### config.mk
export PLATFORM = sky130hd
export DESIGN_NAME = store_unit
export DESIGN_NICKNAME = d
export VERILOG_FILES = /design/src/hw/lsu_params.svh /design/src/hw/lsu_pkg.sv /design/src/hw/store_unit.sv
export SDC_FILE = /design/constraint.sdc
export NUM_CORES = 1
export LEC_CHECK = 0
export BUFFER_PORTS_ARGS = -buffer_cell sky130_fd_sc_hd__buf_2
export CAP_MARGIN = 40
export CORE_ASPECT_RATIO = 1.75
export CORE_MARGIN = 2
export CORE_UTILIZATION = 30
export CTS_CLUSTER_DIAMETER = 40
export DETAILED_ROUTE_END_ITERATION = 16
export GPL_TIMING_DRIVEN = 0
export PLACE_DENSITY = 0.84
export SYNTH_ARGS = -nofsm -noshare
export SYNTH_HDL_FRONTEND = slang
export SYNTH_SLANG_ARGS = --single-unit
### constraint.sdc
create_clock -name clk_i -period 2 [get_ports clk_i]
set_input_delay 0.1 -clock clk_i [delete_from_list [all_inputs] [get_ports clk_i]]
set_output_delay 0.1 -clock clk_i [all_outputs]
set_load 0.02 [all_outputs]
### src/hw/lsu_params.svh
`ifndef LSU_PARAMS_SVH
`define LSU_PARAMS_SVH

// --------------------------------------------------------------------------
// data memory geometry
// --------------------------------------------------------------------------

// depth in 32-bit words
`define LSU_MEM_WORDS 256

// cycles from read request to rvalid, must be 1 or more
`define LSU_MEM_LATENCY 2

`endif

### src/hw/lsu_pkg.sv
package lsu_pkg;

    // --------------------------------------------------------------------------
    // access width, taken from funct3[1:0]
    // --------------------------------------------------------------------------

    typedef enum logic [1:0] {
        MEM_BYTE = 2'd0,
        MEM_HALF = 2'd1,
        MEM_WORD = 2'd2
    } mem_width_t;

    // --------------------------------------------------------------------------
    // one memory word, seen as word, halfwords or bytes
    // --------------------------------------------------------------------------

    typedef union packed {
        logic [31:0]      word32;
        logic [1:0][15:0] word16;
        logic [3:0][7:0]  word8;
    } data_word_t;

    // --------------------------------------------------------------------------
    // micro-operations handed to the units
    // --------------------------------------------------------------------------

    // load: width plus sign extension select
    typedef struct packed {
        mem_width_t width;
        logic       signed_load;
    } ldu_uop_t;

    // store: width only, lanes come from the address
    typedef struct packed {
        mem_width_t width;
    } stu_uop_t;

endpackage : lsu_pkg

### src/hw/store_unit.sv
`timescale 1ns/1ps

module store_unit (
    input  logic                clk_i,
    input  logic                rst_n_i,
    input  logic                start_i,
    input  lsu_pkg::stu_uop_t   uop_i,
    input  logic [31:0]         addr_i,
    input  logic [31:0]         data_i,
    input  logic                mem_wdone_i,
    output logic                mem_req_o,
    output logic                mem_we_o,
    output logic [31:0]         mem_addr_o,
    output logic [3:0]          mem_be_o,
    output lsu_pkg::data_word_t mem_wdata_o,
    output logic                idle_o
);

    typedef enum logic {
        ST_IDLE,
        ST_WAIT
    } st_state_e;

    st_state_e state_q;
    st_state_e state_d;

    // --------------------------------------------------------------------------
    // lane placement and byte enables
    // --------------------------------------------------------------------------

    // replicate the narrow data on every lane, the enables pick one
    always_comb begin
        mem_wdata_o.word32 = data_i;
        mem_be_o           = 4'b1111;

        case (uop_i.width)
            lsu_pkg::MEM_BYTE: begin
                mem_wdata_o.word8 = {4{data_i[7:0]}};
                mem_be_o          = 4'b0001 << addr_i[1:0];
            end

            lsu_pkg::MEM_HALF: begin
                mem_wdata_o.word16 = {2{data_i[15:0]}};
                mem_be_o           = addr_i[1] ? 4'b1100 : 4'b0011;
            end

            default: begin
                mem_wdata_o.word32 = data_i;
                mem_be_o           = 4'b1111;
            end
        endcase
    end

    assign mem_addr_o = {addr_i[31:2], 2'b00};

    // --------------------------------------------------------------------------
    // write request FSM
    // --------------------------------------------------------------------------

    always_ff @(posedge clk_i) begin
        if (!rst_n_i) begin
            state_q <= ST_IDLE;
        end else begin
            state_q <= state_d;
        end
    end

    always_comb begin
        state_d   = state_q;
        mem_req_o = 1'b0;
        idle_o    = (state_q == ST_IDLE);

        if (state_q == ST_IDLE) begin
            // write commits on the start edge
            if (start_i) begin
                mem_req_o = 1'b1;
                state_d   = ST_WAIT;
            end
        end else if (mem_wdone_i) begin
            state_d = ST_IDLE;
        end
    end

    assign mem_we_o = mem_req_o;

    a_be_nonzero: assert property (@(posedge clk_i) disable iff (!rst_n_i)
        mem_req_o |-> (mem_be_o != 4'b0000));

    // wdone only answers our own write
    a_wdone_in_wait: assert property (@(posedge clk_i) disable iff (!rst_n_i)
        mem_wdone_i |-> (state_q == ST_WAIT));

endmodule : store_unit

-- Word level (Yosys, flattened, before mapping)
Index checks and enable logic that the tools add are counted.
- equal/unequal tests: 1
- shifts and indexed selects: 1
- muxes and demuxes: 7
- bitwise gates (word level): 1
- reductions and logical operators: 1
- operator list (cell ; count):
    $pmux 32 s2 ; 1
    $pmux 4 s2 ; 1
    $mux 1 ; 4
    $mux 4 ; 1
    $shl 1x2->4 const A ; 1
    $eq 2x1->1 const B ; 1
    $logic_not 2->1 ; 1
    $not 1->1 ; 1
- register bits after elaboration: 1
- input bits: 70
- output and inout port bits: 71
- logic and storage cells: 12

-- Depth between registers and ports, before layout
- word-level depth: 2
- gate-level depth with buffers: 4
- mapped depth without buffers: 2

-- Least setup slack after synthesis
Ideal clock, no wire load.
- kind: reg-to-output
- start: reg state_q
- end: out mem_we_o
- data arrival time: 0.904 ns
- required time: 1.900 ns
- slack: 0.996 ns
- cell stages (with the launch flop): 3
- path buffers: 1
- cells stage by stage: dfxtp_1 -> nor2b_1 -> buf_4
- longest elaborated chain between the ends: 1
- RTL lines (element ; line ; RTL):
    start, declared ; store_unit.sv:24 ; st_state_e state_q;
    start signal, assigned ; store_unit.sv:64 ; state_q <= state_d;
    $mux 1 ; store_unit.sv:73 ; if (state_q == ST_IDLE) begin
    end, declared ; store_unit.sv:12 ; output logic mem_we_o,
Every way passes these cells.

==> flow_summary.toml <==
[run_status]
status = "completed"

[grt]
busiest_layer = "met2"
grtUsageTotal = 0.149
gr-usage-met1 = 0.134
grt_pass1_wl_um = 3780
grt_pass1_vias = 921
grt.overflow.total = 0
antenna_found_initial = 0
grt_util_met3 = 0.0147
grt_start_max_net_pins = 11
gr-usage-met2 = 0.340

[setup_path]
cp.arrival_ps = 1020
crit_top_cell = "buf_2"
worst_setup_path_start_kind = "primary input"
endpoint_kind = "output pin"
critPathMaxFanout = 8
slowest_stage = "mux2_2"
critical_path_required_ps = 1900
path_delay_family = "multiplexers"
critical_path.cell_chain = "buf_2 > nor2_4 > mux2_2 > buf_2"
critPathKind = "in -> out"
critPathMaxStageDelay_ps = 380
cp_num_buf_inv = 2

[route]
wl_um = 2710
vias = 1051
ant_nets = 0
drt_pass1_iterations = 2
wl_per_cell_um = 11.5
vias_per_cell = 4.47
drc = 0
drt_iter0_markers = 5

[sta]
post-route-period-util = 0.558
setup_viol_count_final = 0
final.setup.worst_slack_ps = 885
min_period_ps = 1120
skew_ps = 0
holdWs_ps = 313
hold_violations = 0
slew_violations = 0
tns_ps = 0
fmax_ghz = 0.897
grt_setup_unrepaired = "no"

[logic_synthesis]
synth_seq_cells = 1
synth_area_um2 = 827
yosysWarnings = 0
syn_area_per_cell_um2 = 8.35
yosysUniqueCellTypes = 17
yosysSeqAreaShare = 0.0242
synthCells = 99

[pwr]
leakage_nw = 0.855
powerDensity_nw_per_um2 = 310
p_total_mw = 0.435
ir_drop_mv = 0.233

[finish]
top_regs = "state_q: 1 flops"
syn2layout_area_growth_pct = 69.9
fin_nets = 280
drive_gt1_frac = 0.861
largest_register_ff_count = 1
final_common_cell = "buf_2"
n_antenna_cell = 0
top_register = "state_q"
final_cell_mix = "buf_2 (108), buf_4 (41), mux2_2 (16)"
fin_util = 0.528

[floorplanning]
die-height_um = 73.5
start_util = 0.311
core_area_um2 = 2660
die-area_um2 = 3210
row_count = 25
pin_count = 141
die_w_um = 43.7

[cts]
post-cts-setup-buffer-count = 0
clk_pin_slew_ps = 0
ctsHoldBuffers = 0
clkLatencyLatePin_ps = 0
cts_resized = 0

[run]
maxCapViolations = 0

[place]
port_buffers = 108
dp_slack_ps = 869
gp_congestion = 0.733
hpwl_um = 2430

[min_path]
hold_path_class = "in -> reg"
[synthesized netlist by cell type]
cell type  instances  area [um^2]
inv_1              2         7.51
buf_4             41          308
o21a_1             1         7.51
nor2b_1            2         12.5
a21o_1             2         15.0
nand2_1            8         30.0
nor2_4             1         11.3
buf_6              3         33.8
o21bai_1           2         15.0
nor2_1             1         3.75
nand2b_4           1         13.8
conb_1             1         3.75
mux2i_1            8         80.1
buf_8              1         15.0
o21ai_2            8         70.1
dfxtp_1            1         20.0
mux2_2            16          180
[kinds of logic (layout without fill, tap and decap cells)]
logic type             after synthesis  in the layout  synth area share
other                                1              2           0.00453
AOI/OAI and AO/OA                   13             13             0.130
muxes                               24             24             0.315
and+or+nand+nor                     13             13            0.0862
DFF                                  1              1            0.0242
buffers and inverters               47            155             0.440
[path summary, 6_finish.rpt]
path	from	to	slack, ps	cells after the start
worst max-delay path	uop_i[1]	mem_wdata_o[14]	880	4
worst min-delay path	rst_n_i	state_q	310	2
worst max register to register	state_q	state_q	1280	2
worst min register to register	state_q	state_q	610	2
[through the flow]
stage,instance area [um^2],cells
2_1_floorplan,831,100
3_3_place_gp,1410,235
3_5_place_dp,1410,235
4_1_cts,1410,235
5_1_grt,1410,235
6_report,1410,235
[power breakdown]
group          internal (mW)  total (mW)  switching (mW)  leakage, nW
clock network              0           0               0            0
logic                  0.192       0.412           0.220        0.847
registers             0.0219      0.0229         0.00101      0.00832
[per-layer routing]
layer  vias up  wire (um)
met5         -          0
met4         0          0
met2        99       1520
met1       440        774
met3         0        417
li1        512          -
[cell type report]
type | count | area, um^2
buffer | 45 | 357
fill | 258 | 1250
inverter | 2 | 7.51
multi-input combinational | 52 | 447
sequential | 1 | 20.0
tap | 27 | 33.8
timing repair buffer | 108 | 541
Note: power is estimated with default switching activity, not from simulation.
