### src/hw/lsu_params.svh
`ifndef LSU_PARAMS_SVH
`define LSU_PARAMS_SVH

// --------------------------------------------------------------------------
// data memory geometry
// --------------------------------------------------------------------------

// depth in 32-bit words
`define LSU_MEM_WORDS 256

// cycles from read request to rvalid, must be 1 or more
`define LSU_MEM_LATENCY 2

`endif

### src/hw/lsu_pkg.sv
package lsu_pkg;

    // --------------------------------------------------------------------------
    // access width, taken from funct3[1:0]
    // --------------------------------------------------------------------------

    typedef enum logic [1:0] {
        MEM_BYTE = 2'd0,
        MEM_HALF = 2'd1,
        MEM_WORD = 2'd2
    } mem_width_t;

    // --------------------------------------------------------------------------
    // one memory word, seen as word, halfwords or bytes
    // --------------------------------------------------------------------------

    typedef union packed {
        logic [31:0]      word32;
        logic [1:0][15:0] word16;
        logic [3:0][7:0]  word8;
    } data_word_t;

    // --------------------------------------------------------------------------
    // micro-operations handed to the units
    // --------------------------------------------------------------------------

    // load: width plus sign extension select
    typedef struct packed {
        mem_width_t width;
        logic       signed_load;
    } ldu_uop_t;

    // store: width only, lanes come from the address
    typedef struct packed {
        mem_width_t width;
    } stu_uop_t;

endpackage : lsu_pkg

### src/hw/load_unit.sv
`timescale 1ns/1ps

module load_unit (
    input  logic                clk_i,
    input  logic                rst_n_i,
    input  logic                start_i,
    input  lsu_pkg::ldu_uop_t   uop_i,
    input  logic [31:0]         addr_i,
    input  lsu_pkg::data_word_t mem_rdata_i,
    input  logic                mem_rvalid_i,
    input  logic                result_ready_i,
    output logic                mem_req_o,
    output logic [31:0]         mem_addr_o,
    output logic                idle_o,
    output logic                result_valid_o,
    output logic [31:0]         result_data_o
);

    typedef enum logic [1:0] {
        LD_IDLE,
        LD_WAIT,
        LD_DATA_VALID
    } ld_state_e;

    ld_state_e           state_q;
    ld_state_e           state_d;
    lsu_pkg::ldu_uop_t   uop_q;
    logic [1:0]          lane_q;
    lsu_pkg::data_word_t data_q;
    logic [7:0]          lane8;
    logic [15:0]         lane16;

    // --------------------------------------------------------------------------
    // operation and data registers
    // --------------------------------------------------------------------------

    // only the low address bits matter once the request is out
    always_ff @(posedge clk_i) begin
        if (start_i && (state_q == LD_IDLE)) begin
            uop_q  <= uop_i;
            lane_q <= addr_i[1:0];
        end
    end

    always_ff @(posedge clk_i) begin
        if ((state_q == LD_WAIT) && mem_rvalid_i) begin
            data_q <= mem_rdata_i;
        end
    end

    // word aligned request address
    assign mem_addr_o = {addr_i[31:2], 2'b00};

    // --------------------------------------------------------------------------
    // FSM
    // --------------------------------------------------------------------------

    always_ff @(posedge clk_i) begin
        if (!rst_n_i) begin
            state_q <= LD_IDLE;
        end else begin
            state_q <= state_d;
        end
    end

    always_comb begin
        state_d        = state_q;
        mem_req_o      = 1'b0;
        idle_o         = 1'b0;
        result_valid_o = 1'b0;

        case (state_q)
            LD_IDLE: begin
                idle_o = 1'b1;
                // request goes out in the start cycle
                if (start_i) begin
                    mem_req_o = 1'b1;
                    state_d   = LD_WAIT;
                end
            end

            LD_WAIT: begin
                if (mem_rvalid_i) begin
                    state_d = LD_DATA_VALID;
                end
            end

            LD_DATA_VALID: begin
                // hold until the consumer takes it
                result_valid_o = 1'b1;
                if (result_ready_i) begin
                    state_d = LD_IDLE;
                end
            end

            default: begin
                state_d = LD_IDLE;
            end
        endcase
    end

    // --------------------------------------------------------------------------
    // lane extraction and extension
    // --------------------------------------------------------------------------

    assign lane8  = data_q.word8[lane_q];
    assign lane16 = data_q.word16[lane_q[1]];

    always_comb begin
        case (uop_q.width)
            lsu_pkg::MEM_BYTE: begin
                if (uop_q.signed_load) begin
                    result_data_o = {{24{lane8[7]}}, lane8};
                end else begin
                    result_data_o = {24'b0, lane8};
                end
            end

            lsu_pkg::MEM_HALF: begin
                if (uop_q.signed_load) begin
                    result_data_o = {{16{lane16[15]}}, lane16};
                end else begin
                    result_data_o = {16'b0, lane16};
                end
            end

            default: begin
                result_data_o = data_q.word32;
            end
        endcase
    end

    // memory answers only the request this unit made
    a_rvalid_in_wait: assert property (@(posedge clk_i) disable iff (!rst_n_i)
        mem_rvalid_i |-> (state_q == LD_WAIT));

endmodule : load_unit

### config.mk
export PLATFORM = sky130hd
export DESIGN_NAME = load_unit
export DESIGN_NICKNAME = d
export VERILOG_FILES = /design/src/hw/lsu_params.svh /design/src/hw/lsu_pkg.sv /design/src/hw/load_unit.sv
export SDC_FILE = /design/constraint.sdc
export NUM_CORES = 1
export LEC_CHECK = 0
export ABC_AREA = 1
export BUFFER_PORTS_ARGS = -buffer_cell sky130_fd_sc_hd__buf_2
export CAP_MARGIN = 30
export CORE_UTILIZATION = 43
export CTS_CLUSTER_DIAMETER = 150
export DETAILED_ROUTE_END_ITERATION = 10
export GPL_TIMING_DRIVEN = 0
export HOLD_SLACK_MARGIN = 0.08
export PLACE_DENSITY = 0.87
export SYNTH_ARGS = -nofsm -noshare
export SYNTH_HDL_FRONTEND = slang
export SYNTH_SLANG_ARGS = --single-unit
### constraint.sdc
create_clock -name clk_i -period 2.2 [get_ports clk_i]
set_clock_uncertainty 0.1 [all_clocks]
set_input_delay 0.44 -clock clk_i [delete_from_list [all_inputs] [get_ports clk_i]]
set_output_delay 0.44 -clock clk_i [all_outputs]
set_load 0.005 [all_outputs]
=== Yosys cells after proc, flatten, opt, wreduce, memory -nomap -nowiden ===
Index checks and enable logic that the tools add are counted.

* Flip-flop bits (word level): 39
* Bits in latches: 0
* Bits in writable memories: 0
* Bits in read-only memories: 0
* Input bits: 72
* Output and inout bits: 67
* Logic and storage cells: 33
* Memories: 0

* Add/sub/neg operators: 0
* $mul: 0
* Divide/modulo/power cells: 0
* $lt $le $gt $ge: 2
* Equal/unequal tests: 6
* Shift-type cells: 0
* Multiplexer cells: 15
* Bitwise operators: 0
* Reductions and logical operators: 5

{| class="wikitable"
|+ Operators with widths
! kind !! count
|-
| $mux W32 || 2
|-
| $pmux W32 S2 || 1
|-
| $mux W16 || 2
|-
| $bmux W8 S2 || 1
|-
| $mux W8 || 1
|-
| $mux W2 || 3
|-
| $ne A2 B2 Y1 const B || 3
|-
| $pmux W2 S3 || 1
|-
| $eq A2 B1 Y1 const B || 2
|-
| $logic_not A2 Y1 || 2
|-
| $mux W1 || 4
|-
| $lt A2 B3 Y1 const B || 1
|-
| $reduce_and A3 Y1 || 1
|-
| $eq A2 B2 Y1 const B || 1
|-
| $logic_and A1 B1 Y1 || 2
|-
| $lt A1 B2 Y1 const B || 1
|}

=== Depth between registers and ports, before layout ===
* Depth in word-level cells: 4
* Depth in mapped cells: 8
* Depth with buffers taken out: 7

=== Least setup slack after synthesis ===
OpenSTA, ideal clock, no wires.

* Kind: register -> output
* Start: reg uop_q[2] in the netlist's numbering
* End: out result_data_o[10]
* Data arrival time: 1,154 ps
* Required time: 1,660 ps
* Path slack: 506 ps
* Stages on the path, launching flop included: 9
* Path buffers: 1
* Cell sequence: edfxtp_1 -> inv_2 -> nand2_4 -> nor2_8 -> nand2_2 -> nand2_2 -> nand2_4 -> buf_6 -> nand3_2

* Longest elaborated chain between the ends: 2
* Elaborated cells between the ends (all ways): 3
* Classes of those cells: 1 x eq/ne; 1 x mux; 1 x reduce/logical

{| class="wikitable"
|+ RTL lines
! element !! RTL line !! source
|-
| start, declared || load_unit.sv:27 || <nowiki>lsu_pkg::ldu_uop_t uop_q;</nowiki>
|-
| start signal, assigned || load_unit.sv:40 || <nowiki>uop_q <= uop_i;</nowiki>
|-
| $eq A2 B1 Y1 or $logic_not A2 Y1 (tied branches) || load_unit.sv:110 || <nowiki>case (uop_q.width)</nowiki>
|-
| $pmux W32 S2 (*) || load_unit.sv:110 ||
|-
| end, declared || load_unit.sv:16 || <nowiki>output logic [31:0] result_data_o</nowiki>
|}

Mark *: on every way between the ends. The rest lies on a longest branch, timed or not.

=== Final worst setup path ===
* Start: reg lane_q[1]
* End: out result_data_o[12]

* Longest elaborated chain between the ends: 4
* Elaborated cells between the ends (all ways): 7
* Classes of those cells: 7 x mux

{| class="wikitable"
|+ RTL lines
! element !! RTL line !! source
|-
| start, declared || load_unit.sv:28 || <nowiki>logic [1:0] lane_q;</nowiki>
|-
| start signal, assigned || load_unit.sv:41 || <nowiki>lane_q <= addr_i[1:0];</nowiki>
|-
| $bmux W8 S2 or $mux W16 (tied branches) || load_unit.sv:106, load_unit.sv:107 ||
|-
| $mux W8 (implied by the code) or $mux W16 (tied branches) || load_unit.sv:106, load_unit.sv:107 ||
|-
| $mux W32, on equally long branches || load_unit.sv:112, load_unit.sv:120 ||
|-
| $pmux W32 S2 (*) || load_unit.sv:110 ||
|}

Mark *: on every way between the ends. The rest lies on a longest branch, timed or not. The select of a mux whose other input is x is not followed.

==> out/metrics.cfg <==
[run_status]
status=complete, but fails checks
violations=negative setup slack

[routing]
wl_per_cell_um=13.8
ant_nets=0
drt_iter0_markers=77
via_count=2074
route.detailed.drc=0
totalWireLength_mm=5.99
via_per_inst=4.79
drtPass1Iterations=4

[setup_path]
rr_endpoint=data_q[6]$_DFFE_PP_
crit_path_start=lane_q[1]$_DFFE_PP_
cp-end-kind=output pin
cp_top_family=buffers and inverters
path_cells=buf_6 > nand2_2 > nand2_2 > nand2_2 > nand2_4 > nand2_8 > clkbuf_16 > nand3_2 > buf_2
crit_buf_inv=3
cpPeakStageDelay_ns=0.47
reg2reg_depth=4
cp_slowest_cell=edfxtp_1
required_ns=1.66
cp.depth=9
r2r_start=state_q[1]$_SDFFE_PN0P_
r2r_slack_ns=0.60
crit_path_frequent_cell=nand2_2
start_kind=flip-flop
endpoint=result_data_o[12]
critPathMaxFanout=8
path_class=reg -> out
arrival_ns=1.66

[power_and_ir_drop]
p_per_area_mw_per_mm2=545
clkPwrFrac_pct=26.6
p_comb_share_pct=23.4
ir_drop_uv=444
p_switching_w=0.000461
pwr-share-seq_pct=50.0
internal_power_w=0.00128
leakage_nw=1.68
netSwitchingFraction_pct=26.5

[clocking]
cts_hold_buf=0
cts.htree.levels=2
cts_buffers=5
clock_path_buffers=2
cts_sinks=39
ctsRootBufferMaster=clkbuf_8
cts_tree=done
clk_latency_ns=0.29
clk_pin_slew_worst_paths_ns=0.08

[grt]
overflow=0
antenna_found_initial=0
grt_pass1_vias=1827
grt_max_degree=21
grt_pass1_wl_mm=8.40
grt_usage_pct=21.7

[logic_synthesis]
synth-seq-cells=39
synthesis.area_mm2=0.00218
netlist_instances=232
avgSynthCellArea_um2=9.41
ys.warnings.count=0
synth_cell_type_count=21
synth-seq-area-share_pct=52.8

[sta]
timing.final.ws_setup_ns=-0.00478
slew_viol_final=0
tightest_slew_ns=0.628
fin_setup_tns_ns=-0.00868
fin_crit_ns=2.20
rsz0062_at_grt=yes
setup_viol_count_final=2
slew_headroom_pct=58.1
holdWs_ns=0.211
max_freq_ghz=0.454
fin_crit_sh_pct=100
final_hold_viol_count=0

[floorplanning]
io_pins=139
dieArea_mm2=0.00536
fp.dieW_um=73.2
start_util_pct=45.3
design.core.area_mm2=0.00482
die_h_um=73.2
num_rows=25

[job]
cap_violations=0

[layout]
fin_nets=437
drive_above_1_share_pct=55.5
area_growth_pct=46.0
antennaDiodeCount=0
final_area_mm2=0.00319

[place]
placed_area_mm2=0.00283
gp_congestion=0.869
place.port_buffers=106
hpwl_mm=4.28
dp_slack_ns=0.128

[hold_path]
min_path_type=in -> reg

[synthesized netlist by cell type]
master | n | area (um2)
nand4_1 | 3 | 18.8
nand2_2 | 4 | 25.0
edfxtp_1 | 37 | 1110
nor2_8 | 1 | 20.0
buf_6 | 2 | 22.5
nand2_1 | 86 | 323
nand3_2 | 11 | 110
nand2_4 | 2 | 22.5
nand3_1 | 25 | 125
clkbuf_1 | 1 | 3.75
inv_1 | 8 | 30.0
nor2_4 | 1 | 11.3
inv_2 | 3 | 11.3
nor2_1 | 5 | 18.8
nand3b_1 | 1 | 7.51
buf_4 | 32 | 240
conb_1 | 1 | 3.75
dfxtp_1 | 2 | 40.0
buf_2 | 4 | 20.0
a21oi_1 | 2 | 10.0
a22oi_1 | 1 | 7.51
[worst register-to-register path, cell delays in order, from the launching register on]
cell and delay [ns]:
dfxtp_1 0.31, inv_1 0.09, nand3_1 0.10, inv_1 0.48, buf_16 0.24
[per-layer routing]
metal,part of all wire [%],up-vias,track usage (%),wire [um]
met3,7.7,16,4.70,459
met4,2.5,0,11.3,152
met1,37,939,24.4,2190
met5,0,-,0,0
li1,-,1000,-,-
met2,53,119,38.4,3190
[through the flow]
stage                     cells  power, W  util [%]
after floorplan             233   0.00107         -
after global placement      406   0.00122      58.1
after detailed placement    407   0.00124      58.7
after CTS                   424   0.00171      62.5
after global routing        433   0.00180      66.1
final                       433   0.00174      66.1
[placed cells by master (no fill, tap or decap), types with 2 or more instances in the layout]
cell type / count
clkbuf_1: 2
edfxtp_1: 37
conb_1: 2
nand2_4: 3
buf_6: 5
dfxtp_1: 2
nor2_1: 2
inv_1: 8
nand4_1: 3
clkbuf_8: 5
nor2_4: 2
nand3_1: 18
nor2_2: 2
buf_4: 47
nand2_2: 5
clkinv_1: 2
nand2_1: 83
inv_2: 2
a21oi_1: 2
buf_2: 106
nand3_2: 17
[registers in the layout, summed over array words and instances, names as in the netlist]
register / flops
state_q: 2
lane_q: 2
uop_q: 3
data_q: 32
[how the worst min path moves through the flow]
stage / from / end / slack, ns / cells past startpoint
after global routing: uop_i[1] / uop_q[1]$_DFFE_PP_ / 0.21 / 1
final: uop_i[1] / uop_q[1]$_DFFE_PP_ / 0.21 / 1
after floorplan: state_q[0]$_SDFFE_PN0P_ / state_q[0]$_SDFFE_PN0P_ / 0.38 / 2
after CTS: mem_rdata_i[26] / data_q[26]$_DFFE_PP_ / 0.21 / 1
after global placement: state_q[0]$_SDFFE_PN0P_ / state_q[0]$_SDFFE_PN0P_ / 0.40 / 2
after detailed placement: state_q[0]$_SDFFE_PN0P_ / state_q[0]$_SDFFE_PN0P_ / 0.42 / 2
[what timing repair did]
action                     in CTS  in global routing
pin swaps                       4                  3
setup endpoints to repair      25                 25
gates resized for setup        11                 19
cloned                          1                  1
buffers inserted                8                  8
[area by class of cell]
type / instances / area, um2
fillers: 400 / 1630
flip-flops and latches: 39 / 1150
multi-input cells: 144 / 788
repair buffers: 125 / 734
plain buffers: 39 / 304
well taps: 67 / 83.8
clock buffers: 6 / 72.6
inverters: 11 / 43.8
clock inverters: 2 / 7.51
[power groups by stage]
stage / Combinational (W) / Clock [W] / Sequential [W]
after floorplan: 0.000192 / 0 / 0.000879
after global placement: 0.000336 / 0 / 0.000883
after detailed placement: 0.000352 / 0 / 0.000884
after CTS: 0.000374 / 0.000469 / 0.000866
after global routing: 0.000447 / 0.000486 / 0.000871
final: 0.000407 / 0.000461 / 0.000869
[cell families (layout without fill, tap and decap cells)]
group	after synthesis	in the layout	synth area share, %
compound gates	3	3	0.803
simple gates	139	139	31.3
buf+inv	50	183	15.0
other cells	1	2	0.172
flops	39	39	52.8
(Power assumes the default switching activity.)
