**config.mk**
```make
export PLATFORM = sky130hd
export DESIGN_NAME = lsu_decode
export DESIGN_NICKNAME = d
export VERILOG_FILES = /design/src/hw/lsu_pkg.sv /design/src/hw/lsu_decode.sv
export VERILOG_INCLUDE_DIRS = /design/src /design/src/hw
export SDC_FILE = /design/constraint.sdc
export NUM_CORES = 1
export LEC_CHECK = 0
export ABC_AREA = 1
export BUFFER_PORTS_ARGS = -buffer_cell sky130_fd_sc_hd__buf_2
export CAP_MARGIN = 20
export CORE_MARGIN = 2
export CORE_UTILIZATION = 25
export CTS_BUF_LIST = sky130_fd_sc_hd__clkbuf_16
export DETAILED_ROUTE_END_ITERATION = 7
export HOLD_SLACK_MARGIN = 0.02
export PLACE_DENSITY_LB_ADDON = 0.2
export SLEW_MARGIN = 0
export SYNTH_ARGS = -nofsm -noshare
export SYNTH_HDL_FRONTEND = slang
export SYNTH_SLANG_ARGS = --single-unit
```
**constraint.sdc**
```tcl
create_clock -name clk_i -period 3.65 [get_ports clk_i]
set_clock_uncertainty 0.1 [all_clocks]
set_input_delay 0.365 -clock clk_i [delete_from_list [all_inputs] [get_ports clk_i]]
set_output_delay 0.365 -clock clk_i [all_outputs]
set_load 0.005 [all_outputs]
```
**src/hw/lsu_params.svh**
```systemverilog
`ifndef LSU_PARAMS_SVH
`define LSU_PARAMS_SVH

// --------------------------------------------------------------------------
// data memory geometry
// --------------------------------------------------------------------------

// depth in 32-bit words
`define LSU_MEM_WORDS 256

// cycles from read request to rvalid, must be 1 or more
`define LSU_MEM_LATENCY 2

`endif

```
**src/hw/lsu_pkg.sv**
```systemverilog
package lsu_pkg;

    // --------------------------------------------------------------------------
    // access width, taken from funct3[1:0]
    // --------------------------------------------------------------------------

    typedef enum logic [1:0] {
        MEM_BYTE = 2'd0,
        MEM_HALF = 2'd1,
        MEM_WORD = 2'd2
    } mem_width_t;

    // --------------------------------------------------------------------------
    // one memory word, seen as word, halfwords or bytes
    // --------------------------------------------------------------------------

    typedef union packed {
        logic [31:0]      word32;
        logic [1:0][15:0] word16;
        logic [3:0][7:0]  word8;
    } data_word_t;

    // --------------------------------------------------------------------------
    // micro-operations handed to the units
    // --------------------------------------------------------------------------

    // load: width plus sign extension select
    typedef struct packed {
        mem_width_t width;
        logic       signed_load;
    } ldu_uop_t;

    // store: width only, lanes come from the address
    typedef struct packed {
        mem_width_t width;
    } stu_uop_t;

endpackage : lsu_pkg

```
**src/hw/lsu_decode.sv**
```systemverilog
`timescale 1ns/1ps

`include "lsu_params.svh"

module lsu_decode (
    input  logic                clk_i,
    input  logic                rst_n_i,
    input  logic                op_valid_i,
    input  logic                is_store_i,
    input  logic [2:0]          funct3_i,
    input  logic [31:0]         base_i,
    input  logic [31:0]         offset_i,
    input  logic [31:0]         store_data_i,
    input  logic                ld_idle_i,
    input  logic                st_idle_i,
    output logic                op_ready_o,
    output logic                ld_start_o,
    output lsu_pkg::ldu_uop_t   ld_uop_o,
    output logic                st_start_o,
    output lsu_pkg::stu_uop_t   st_uop_o,
    output logic [31:0]         ea_o,
    output logic [31:0]         st_data_o
);

    logic                 accept;
    logic                 issue_q;
    logic                 is_store_q;
    logic [31:0]          ea_d;
    lsu_pkg::mem_width_t  width_d;
    lsu_pkg::ldu_uop_t    ld_uop_d;
    lsu_pkg::stu_uop_t    st_uop_d;
    logic [31:0]          ea_q;
    logic [31:0]          st_data_q;
    lsu_pkg::ldu_uop_t    ld_uop_q;
    lsu_pkg::stu_uop_t    st_uop_q;

    // --------------------------------------------------------------------------
    // address generation and width decode
    // --------------------------------------------------------------------------

    assign ea_d = base_i + offset_i;

    always_comb begin
        case (funct3_i[1:0])
            2'd0:    width_d = lsu_pkg::MEM_BYTE;
            2'd1:    width_d = lsu_pkg::MEM_HALF;
            default: width_d = lsu_pkg::MEM_WORD;
        endcase
        // funct3[2] marks the unsigned loads
        ld_uop_d.width       = width_d;
        ld_uop_d.signed_load = ~funct3_i[2];
        st_uop_d.width       = width_d;
    end

    // no new op while one waits for dispatch or a unit still works
    assign op_ready_o = ~issue_q & ld_idle_i & st_idle_i;
    assign accept     = op_valid_i & op_ready_o;

    // --------------------------------------------------------------------------
    // operation register and dispatch
    // --------------------------------------------------------------------------

    always_ff @(posedge clk_i) begin
        if (!rst_n_i) begin
            issue_q <= 1'b0;
        end else begin
            issue_q <= accept;
        end
    end

    always_ff @(posedge clk_i) begin
        if (accept) begin
            is_store_q <= is_store_i;
            ea_q       <= ea_d;
            st_data_q  <= store_data_i;
            ld_uop_q   <= ld_uop_d;
            st_uop_q   <= st_uop_d;
        end
    end

    // one-cycle start pulse to whichever unit owns the op
    assign ld_start_o = issue_q & ~is_store_q;
    assign st_start_o = issue_q & is_store_q;
    assign ld_uop_o   = ld_uop_q;
    assign st_uop_o   = st_uop_q;
    assign ea_o       = ea_q;
    assign st_data_o  = st_data_q;

    // stores have no unsigned variants
    a_funct3_legal: assert property (@(posedge clk_i) disable iff (!rst_n_i)
        accept |-> (funct3_i inside {3'd0, 3'd1, 3'd2}) ||
                   (!is_store_i && (funct3_i inside {3'd4, 3'd5})));

    a_aligned: assert property (@(posedge clk_i) disable iff (!rst_n_i)
        accept |-> !((width_d == lsu_pkg::MEM_HALF) && ea_d[0]) &&
                   !((width_d == lsu_pkg::MEM_WORD) && (ea_d[1:0] != 2'b00)));

    a_in_memory: assert property (@(posedge clk_i) disable iff (!rst_n_i)
        accept |-> ea_d < 32'(`LSU_MEM_WORDS * 4));

endmodule : lsu_decode

```
Yosys cells after proc, flatten, opt, wreduce, memory -nomap -nowiden. Index checks and enable logic that the tools add are counted.

Logic and storage cells: 18. Register bits after elaboration: 69. Input port bits: 105.

Equality and inequality tests: 1. Mux-type cells: 1. Bitwise logic cells: 8. Add/sub/neg operators: 1. Reductions and logical operators: 1.

Operator list (number): 32-bit adder (1); 1-bit bitwise AND (5); 2-bit case mux with 2 select lines (1); 1-bit NOT (3); 2-bit by 1-bit == test with 1-bit output (second input constant) (1); 2-bit logical NOT (1).

Longest topological paths before layout. Gate-level depths: netlist (run 1).

Depth after elaboration: 4. Mapped depth: 12. Mapped depth without buffers: 12.

Worst setup path before layout (run 1). Ideal clock, no wire load.

Path kind: input port to flip-flop. From: in ld_idle_i. To: reg ea_q[0] (netlist: ea_o[0]), enable pin. Arrival: 2.315 ns. Setup slack: 0.802 ns. Buffers on the path: 0. Stages: 3. Library setup time: 0.433 ns. Data required time: 3.117 ns. Cell sequence: inv_1 nor3_1 and2_1.

Cells in the longest elaborated chain, start to end: 3.

Ends and longest elaborated chain: start, declared (RTL line lsu_decode.sv:14) `input logic ld_idle_i,`; 1-bit bitwise AND (2 in series) (RTL line lsu_decode.sv:56) `assign op_ready_o = ~issue_q & ld_idle_i & st_idle_i;`; net op_ready_o (RTL line lsu_decode.sv:16) `output logic op_ready_o,`; 1-bit bitwise AND (RTL line lsu_decode.sv:57) `assign accept = op_valid_i & op_ready_o;`; net accept (RTL line lsu_decode.sv:25) `logic accept;`; end signal, assigned (RTL line lsu_decode.sv:74) `ea_q <= ea_d;`; end, declared (RTL line lsu_decode.sv:32) `logic [31:0] ea_q;`.

The timed path passes the listed nets, and every way through them passes these cells. A chain may end at the register's enable or synchronous reset.

Worst setup path in the final report (run 1).
From: in base_i[0]. To: reg ea_q[28] (netlist: ea_o[28]), data pin.

Cells in the longest elaborated chain, start to end: 1.

Ends and longest elaborated chain: start, declared (RTL line lsu_decode.sv:11) `input logic [31:0] base_i,`; 32-bit adder (RTL line lsu_decode.sv:41) `assign ea_d = base_i + offset_i;`; net ea_d[28] (RTL line lsu_decode.sv:28) `logic [31:0] ea_d;`.

The timed path passes the listed nets, and every way through them passes these cells.

==> results of run 1 <==
cell families after synthesis:
logic type,share of synthesized area
buffers and inverters,0.102
AO/OA/AOI/OAI,0.0280
flip-flops,0.457
XOR/XNOR,0.0310
AND/OR/NAND/NOR,0.292
adder cells (fa/ha/maj),0.0903
power breakdown:
group / total (W) / internal [W] / switching [W] / leakage, nW
clock network: 0.00102 / 0.000665 / 0.000356 / 0.165
logic: 0.000486 / 0.000191 / 0.000295 / 2.47
registers: 0.000928 / 0.000921 / 0.00000681 / 0.634
layer usage:
| layer | vias up | part of all wire | global-route usage |
|---|---|---|---|
| li1 | 2163 | - | - |
| met3 | 14 | 0.063 | 0.0239 |
| met4 | 0 | 0.023 | 0.0591 |
| met5 | - | 0 | 0 |
| met2 | 123 | 0.46 | 0.214 |
| met1 | 1700 | 0.46 | 0.172 |
critical path, stage by stage:
cell	delay, ns
buf_2	0.10
ha_1	0.23
fa_1	0.48
nand3_1	0.14
nand3_2	0.08
nand2_1	0.08
nand2_2	0.08
nand2_1	0.08
nand2_2	0.07
nand2_1	0.09
nand2_1	0.05
nand2_1	0.06
nand2_1	0.05
worst max path at each step:
stage	to	slack, ns	cells past startpoint
after floorplan	ea_o[0]	0.80	3
after global placement	ea_o[28]	1.38	13
after detailed placement	ea_o[20]	1.32	13
after CTS	st_data_o[25]	1.69	2
after global routing	ea_o[20]	1.48	13
final	ea_o[28]	1.71	13
through the flow:
stage          instance area (um^2)   util  hold WS, ns
5_1_grt                        6010  0.337       0.0844
3_3_place_gp                   5670  0.318        0.441
4_1_cts                        6010  0.337       0.0782
6_report                       6010  0.337       0.0980
2_1_floorplan                  4520      -        0.364
3_5_place_dp                   5670  0.318        0.443
synth_stat cells (all sizes together):
library cell | count | share of area
nand2 | 236 | 0.20
inv | 118 | 0.098
edfxtp | 68 | 0.45
nor2 | 42 | 0.036
ha | 31 | 0.086
nand3 | 27 | 0.034
a21oi | 20 | 0.023
xor2 | 14 | 0.027
nor3 | 6 | 0.0089
nand4 | 3 | 0.0042
buf | 2 | 0.0033
o21bai | 2 | 0.0033
xnor2 | 2 | 0.0039
a21o | 1 | 0.0017
and2 | 1 | 0.0014
and3 | 1 | 0.0014
clkbuf | 1 | 0.00083
dfxtp | 1 | 0.0044
fa | 1 | 0.0044
or2 | 1 | 0.0019
flip-flops by register name, indices dropped and copies added (netlist names):
signal      count
ld_uop_o        1
st_uop_o        2
st_data_o      32
ea_o           32
is_store_q      1
issue_q         1
final cells by class:
| cell class | count | area share |
|---|---|---|
| Timing Repair Buffer | 176 | 0.147 |
| Tap cell | 229 | 0.0477 |
| Sequential cell | 69 | 0.343 |
| Inverter | 118 | 0.0737 |
| Clock inverter | 7 | 0.0190 |
| Clock buffer | 9 | 0.0375 |
| Multi-Input combinational cell | 388 | 0.332 |
==> impl_metrics.csv, run 1 <==
group,metric,value,unit
status,status,"completed",
timing,hold_violations,0,
global_route,grt_pass1_wl,19700,um
layout,final_common_cell,"nand2_1",
clock_tree,cts_sinks,69,
layout,stdcell_count,996,
global_route,antenna_found_initial,0,
power,power_density,405,nW/um^2
layout,nNetsFinal,899,
global_route,grt_max_degree,69,
timing,fmax,514,MHz
placement,port_buffers,176,
floorplan,core,17800,um^2
floorplan,io_pins,177,
clock_tree,clkTransAtPathRegs,0.06,ns
worst_setup_path,crit_path_max_fanout,4,
route,totalWireLength,12400,um
hold_path,hold_path_class,"in -> reg",
worst_setup_path,reg2regPathDepth,2,
clock_tree,cts_root_buf,"clkbuf_16",
worst_setup_path,regToRegStartpoint,"issue_q",
logic_synthesis,ys_seq_area_frac,0.457,
logic_synthesis,synthesis.instances,578,
timing,finalWorstPathRequiredPeriod,1.94,ns
job,cap_violations,0,
timing,max_slew.worst_pin.slew,0.942,ns
clock_tree,cts_setup_buffers,0,
route,drt-pass1-iter-count,4,
layout,syn_to_final_growth,33.0,%
placement,dpl.hpwl,10100,um
clock_tree,cts_buffers,9,
route,antenna_left,0,
timing,final.period_utilization,0.533,
timing,max_slew_margin,0.372,
clock_tree,cts_resized,0,
worst_setup_path,r2r_slack,1.72,ns
layout,mostFrequentLayoutCells,"nand2_1, buf_2, inv_1",
worst_setup_path,worstPathRequired,3.65,ns
power,total_power,0.00243,W
layout,fillers,1991,
worst_setup_path,endpoint_kind,"flop",
placement,dp_cells,980,
timing,tns,0,ns
global_route,grt_remaining_overflow,0,
clock_tree,clkLatencyLatePin,0.33,ns
hold_path,min_from,"store_data_i[23]",
timing,setup_violations,0,
route,drt_iter0_drc,142,
logic_synthesis,synth_cell_types,26,
logic_synthesis,synth_nets,715,
route,wire_per_inst,12.5,um
layout,n_antenna_cell,0,
worst_setup_path,rr_endpoint,"st_data_o[3]",
floorplan,die_x,138,um
floorplan,dieArea,19200,um^2
timing,maxSlewViolCount,0,
placement,gp_congestion,0.835,
logic_synthesis,ys_warn_count,0,
logic_synthesis,synth_seq_cells,69,
layout,multi_input_area,2000,um^2
power,ir_drop,204,uV
floorplan,initial_utilization,0.253,
timing,post-route-worst-setup-slack,1.71,ns
clock_tree,htreeDepth,3,
global_route,grt.total_usage,0.132,
worst_setup_path,startpoint,"base_i[0]",
logic_synthesis,avgSynthCellArea,7.81,um^2
timing,rsz0062_at_grt,"false",
worst_setup_path,worstSetupPathType,"in -> reg",
placement,dpl_worst_slack,1.32,ns
worst_setup_path,startpoint_type,"input port",
global_route,grt_pass1_vias,3947,
logic_synthesis,synth_area,4520,um^2
worst_setup_path,crit_arrival,1.95,ns
clock_tree,hold_buffers,0,
route,drt-vias-per-instance,4.02,
route,drc_errors,0,
hold_path,min_to,"st_data_o[23]",
hold_path,hold_path_depth,1,
layout,ff_latch_area,2060,um^2
route,vias,4000,
layout,drive_gt1_frac,0.284,
floorplan,fp.dieH,138,um
clock_tree,cts_tree,"yes",
floorplan,std_cell_rows,49,
power,p_leak,3.27,nW
clock_tree,clock_path_buffers,2,
Note: power is estimated with default switching activity, not from simulation.
==> run 2, diff against run 1 <==
==> constraint.sdc (replaced) <==
create_clock -name clk_i -period 1.8 [get_ports clk_i]
set_clock_uncertainty 0.1 [all_clocks]
set_input_delay 0.18 -clock clk_i [delete_from_list [all_inputs] [get_ports clk_i]]
set_output_delay 0.18 -clock clk_i [all_outputs]
set_load 0.005 [all_outputs]
==> run 2 against run 1 <==
  * Worst hold slack improved by 0.032 ns
  * Global-route usage rose by 0.90 points
  * Combinational power is 150% higher
  * Routed wire length up 5.7%
  * Clock-buffer cell count did not move
  * Sequential power up 100%
  * Utilization is 4.3 points higher
  * Critical path depth unchanged
  * Die area unchanged
  * Design area increased by 13%
  * Register-to-register slack worse by 1.5 ns
  * Clock power rose by 77%
  * Highest routed layer unchanged
==> impl_metrics.csv, run 2 (synthesis results as in run 1) <==
group,metric,value,unit
clock_tree,clkLatencyLatePin,0.34,ns
worst_setup_path,worstSetupPathType,"in -> reg",
route,routed.top_layer,"met4",
global_route,grt_pass1_wl,21200,um
clock_tree,cts_buffers,9,
power,power_density,724,nW/um^2
clock_tree,clock_path_buffers,2,
floorplan,fp.dieH,138,um
route,route.met3.wl,598,um
clock_tree,htreeDepth,3,
worst_setup_path,crit_path_max_fanout,4,
worst_setup_path,endpoint_kind,"flop",
power,ir_drop,426,uV
timing,max_slew_margin,0.804,
route,vias,4322,
timing,hold_violations,0,
placement,gp_congestion,0.866,
route,wl_met1,6210,um
layout,mostFrequentLayoutCells,"nand2_1, buf_2, inv_1",
layout,ff_latch_area,2060,um^2
timing,finalWorstPathRequiredPeriod,1.60,ns
timing,max_slew.worst_pin.slew,0.292,ns
status,status,"completed",
timing,maxSlewViolCount,0,
hold_path,hold_path_depth,2,
worst_setup_path,regToRegStartpoint,"issue_q",
placement,dpl_worst_slack,-0.152,ns
layout,n_antenna_cell,0,
worst_setup_path,crit_arrival,1.60,ns
clock_tree,clkTransAtPathRegs,0.06,ns
layout,final_core_util,0.379,
floorplan,std_cell_rows,49,
layout,multi_input_area,2000,um^2
route,drt-vias-per-instance,3.99,
worst_setup_path,startpoint_type,"input port",
floorplan,die_x,138,um
worst_setup_path,worstPathRequired,1.80,ns
layout,final_common_cell,"nand2_1",
layout,final_area,6770,um^2
worst_setup_path,critPathSlowestCell,"fa_2",
hold_path,min_to,"ea_o[1]",
worst_setup_path,path_cells,"buf_2 > ha_1 > fa_2 > nand3_1 > nand3_2 > nand2_1 > nand2_2 > nand2_1 > nand2_2 > nand2_1 > nand2_1 > nand2_1 > nand2_1",
hold_path,min_from,"offset_i[1]",
global_route,antenna_found_initial,0,
global_route,grt_pass1_vias,4287,
clock_tree,cts_sinks,69,
route,antenna_left,0,
route,drt-pass1-iter-count,4,
clock_tree,cts_tree,"yes",
placement,postPlaceCellArea,6080,um^2
route,met2_wirelength,6080,um
floorplan,io_pins,177,
timing,post-route-worst-setup-slack,0.204,ns
placement,dpl.hpwl,10600,um
power,total_power,0.00490,W
worst_setup_path,r2r_slack,0.22,ns
clock_tree,cts_root_buf,"clkbuf_16",
placement,port_buffers,176,
timing,final.period_utilization,0.886,
timing,fmax,627,MHz
route,wire_per_inst,12.1,um
floorplan,initial_utilization,0.253,
job,cap_violations,0,
worst_setup_path,worst_path_most_repeated_cell,"nand2_1",
global_route,grt_max_degree,24,
worst_setup_path,rr_endpoint,"ea_o[4]",
layout,nNetsFinal,987,
power,p_leak,3.65,nW
floorplan,core,17800,um^2
route,drc_errors,0,
layout,fillers,1852,
timing,rsz0062_at_grt,"false",
floorplan,dieArea,19200,um^2
worst_setup_path,critPathMaxStageDelay,0.38,ns
layout,syn_to_final_growth,49.8,%
worst_setup_path,reg2regPathDepth,3,
global_route,grt_remaining_overflow,0,
layout,drive_gt1_frac,0.315,
timing,setup_violations,0,
hold_path,hold_path_class,"in -> reg",
route,drt_iter0_drc,163,
route,totalWireLength,13100,um
global_route,grt.total_usage,0.141,
clock_tree,cts_setup_buffers,0,
-- run 2: how the worst max path moves through the flow --
stage | slack [ns] | endpoint | startpoint | cells after the start
2_1_floorplan | 0.04 | ea_o[28] | base_i[0] | 12
3_3_place_gp | -0.14 | ea_o[30] | base_i[0] | 12
3_5_place_dp | -0.15 | ea_o[20] | base_i[0] | 13
4_1_cts | 0.20 | ea_o[28] | base_i[0] | 13
5_1_grt | 0.07 | ea_o[22] | base_i[0] | 12
6_report | 0.20 | ea_o[28] | base_i[0] | 13
-- run 2: routing by layer --
metal / vias to the layer above / global-route usage
met5: - / 0
met4: 0 / 0.0564
met3: 13 / 0.0222
met2: 116 / 0.233
met1: 1857 / 0.184
li1: 2336 / -
-- run 2: worst max-delay path, delay by kind of cell --
kind,cells,cell delay [ns]
adder cells (fa/ha/maj),2,0.60
buffers and inverters,1,0.10
AND/OR/NAND/NOR,10,0.72
-- run 2: per-stage QoR --
step	cells	hold WS, ns	TNS [ns]
2_1_floorplan	578	0.179	0
3_3_place_gp	1029	0.257	-1.23
3_5_place_dp	1029	0.258	-1.38
4_1_cts	1084	0.119	0
5_1_grt	1084	0.142	0
6_report	1084	0.130	0
-- run 2: cell type report --
cell class	count	share of cell area
sequential	69	0.305
multi-input combinational	388	0.295
timing repair buffer	264	0.248
inverter	118	0.0655
tap	229	0.0423
clock buffer	9	0.0333
clock inverter	7	0.0111
-- run 2: what timing repair did --
| action | 4_1_cts | 5_1_grt |
|---|---|---|
| gates resized for setup | 0 | 0 |
| endpoints found under the hold margin | 38 | 0 |
| hold buffers | 39 | 0 |
-- run 2: power breakdown --
part | internal [W] | switching (W) | total [W] | leakage [nW]
Combinational | 0.000569 | 0.000644 | 0.00121 | 2.88
Clock | 0.00108 | 0.000730 | 0.00181 | 0.140
Sequential | 0.00187 | 0.0000142 | 0.00188 | 0.634
Total | 0.00351 | 0.00139 | 0.00490 | 3.65
==> run 3, diff against run 2 <==
--- a/config.mk
+++ b/config.mk
@@ -7,6 +7,7 @@
 export NUM_CORES = 1
 export LEC_CHECK = 0
 export ABC_AREA = 1
+export ABC_CLOCK_PERIOD_IN_PS = 1800
 export BUFFER_PORTS_ARGS = -buffer_cell sky130_fd_sc_hd__buf_2
 export CAP_MARGIN = 20
 export CORE_MARGIN = 2
@@ -14,6 +15,7 @@
 export CTS_BUF_LIST = sky130_fd_sc_hd__clkbuf_16
 export DETAILED_ROUTE_END_ITERATION = 7
 export HOLD_SLACK_MARGIN = 0.02
+export MAX_ROUTING_LAYER = met4
 export PLACE_DENSITY_LB_ADDON = 0.2
 export SLEW_MARGIN = 0
 export SYNTH_ARGS = -nofsm -noshare
==> run 3 against run 2 <==
  * Cell count stayed put
  * Largest power group unchanged
  * Fmax is essentially flat
  * Routed wire length is essentially flat
  * Critical path depth unchanged
  * Sequential share of layout area unchanged
  * Global-route usage grew 0.43 points
  * Combinational power about the same
  * Sequential cell count stayed put
==> impl_metrics.csv, run 3 (synthesis results as in run 1) <==
group,metric,value,unit
status,status,"completed",
worst_setup_path,regToRegStartpoint,"issue_q",
worst_setup_path,path_cells,"buf_2 > ha_1 > fa_2 > nand3_1 > nand3_2 > nand2_1 > nand2_2 > nand2_1 > nand2_2 > nand2_1 > nand2_1 > nand2_1 > nand2_1",
floorplan,std_cell_rows,49,
clock_tree,clkLatencyLatePin,0.34,ns
layout,n_antenna_cell,0,
timing,finalWorstPathRequiredPeriod,1.60,ns
floorplan,core,17800,um^2
timing,hold_violations,0,
worst_setup_path,crit_arrival,1.60,ns
route,wire_per_inst,12.1,um
timing,max_slew.worst_pin.slew,0.292,ns
clock_tree,cts_root_buf,"clkbuf_16",
power,p_leak,3.65,nW
placement,dpl.hpwl,10600,um
worst_setup_path,startpoint,"base_i[0]",
worst_setup_path,reg2regPathDepth,3,
hold_path,hold_path_class,"in -> reg",
clock_tree,clock_path_buffers,2,
timing,rsz0062_at_grt,"false",
placement,port_buffers,176,
global_route,grt_max_degree,24,
clock_tree,clkTransAtPathRegs,0.06,ns
route,drc_errors,0,
global_route,grt_pass1_vias,4285,
placement,postPlaceCellArea,6080,um^2
power,ir_drop,426,uV
layout,syn_to_final_growth,49.8,%
global_route,grt_pass1_wl,21200,um
worst_setup_path,startpoint_type,"input port",
timing,setup_violations,0,
layout,ff_latch_area,2060,um^2
timing,maxSlewViolCount,0,
timing,final.period_utilization,0.886,
power,total_power,0.00490,W
placement,dp_cells,1029,
route,drt-pass1-iter-count,4,
worst_setup_path,critPathMaxStageDelay,0.38,ns
floorplan,fp.dieH,138,um
layout,multi_input_area,2000,um^2
worst_setup_path,endpoint_kind,"flop",
timing,max_slew_margin,0.804,
clock_tree,cts_buffers,9,
layout,final_common_cell,"nand2_1",
floorplan,die_x,138,um
global_route,grt.total_usage,0.145,
worst_setup_path,worstPathRequired,1.80,ns
layout,nNetsFinal,987,
worst_setup_path,worstSetupPathType,"in -> reg",
floorplan,initial_utilization,0.253,
route,drt_iter0_drc,164,
route,drt-vias-per-instance,3.99,
hold_path,hold_path_depth,2,
route,vias,4324,
clock_tree,cts_sinks,69,
global_route,antenna_found_initial,0,
global_route,grt_remaining_overflow,0,
layout,fillers,1852,
placement,gp_congestion,0.880,
worst_setup_path,worst_path_most_repeated_cell,"nand2_1",
layout,stdcell_count,1084,
power,power_density,724,nW/um^2
route,totalWireLength,13100,um
floorplan,dieArea,19200,um^2
worst_setup_path,critPathSlowestCell,"fa_2",
floorplan,io_pins,177,
layout,drive_gt1_frac,0.315,
worst_setup_path,crit_path_max_fanout,4,
layout,mostFrequentLayoutCells,"nand2_1, buf_2, inv_1",
clock_tree,htreeDepth,3,
route,antenna_left,0,
clock_tree,cts_resized,0,
layout,final_area,6770,um^2
hold_path,min_from,"offset_i[1]",
clock_tree,cts_tree,"yes",
job,cap_violations,0,
timing,fmax,627,MHz
## run 3: timing repair
action,in CTS,in global routing
setup buffers,0,0
hold buffers,39,0
endpoints found under the hold margin,38,0
## run 3: worst paths after layout
kind	to	slack, ns
setup / recovery	ea_o[28]	0.20
hold / removal	ea_o[1]	0.13
setup reg to reg	ea_o[4]	0.23
hold reg to reg	ea_o[27]	0.73
## run 3: through the flow
step                hold slack, ns  utilization  setup TNS (ns)  setup slack (ns)
floorplan                    0.179            -               0            0.0397
global placement             0.257        0.341           -1.23            -0.141
CTS                          0.119        0.379               0             0.200
global route                 0.142        0.379               0            0.0712
detailed placement           0.258        0.341           -1.38            -0.152
finish                       0.130        0.379               0             0.204
## run 3: layout make-up
cell class	instances	share of cell area
Inverter	118	0.0655
Tap cell	229	0.0423
Clock buffer	9	0.0333
Multi-Input combinational cell	388	0.295
Clock inverter	7	0.0111
Timing Repair Buffer	264	0.248
Sequential cell	69	0.305
## run 3: critical path: cells and delay by family
kind	cells	cell delay, ns
AND/OR/NAND/NOR	10	0.72
adder cells (fa/ha/maj)	2	0.60
buffers and inverters	1	0.10
## run 3: report_power, final
part	switching [W]	internal [W]
logic	0.000644	0.000569
registers	0.0000142	0.00187
clock network	0.000730	0.00108
total	0.00139	0.00351
## run 3: metal layers
metal / vias up / part of all wire / track usage
met2: 114 / 0.46 / 0.233
li1: 2336 / - / -
met3: 14 / 0.045 / 0.0218
met1: 1860 / 0.47 / 0.184
met5: - / 0 / -
met4: 0 / 0.018 / 0.0564
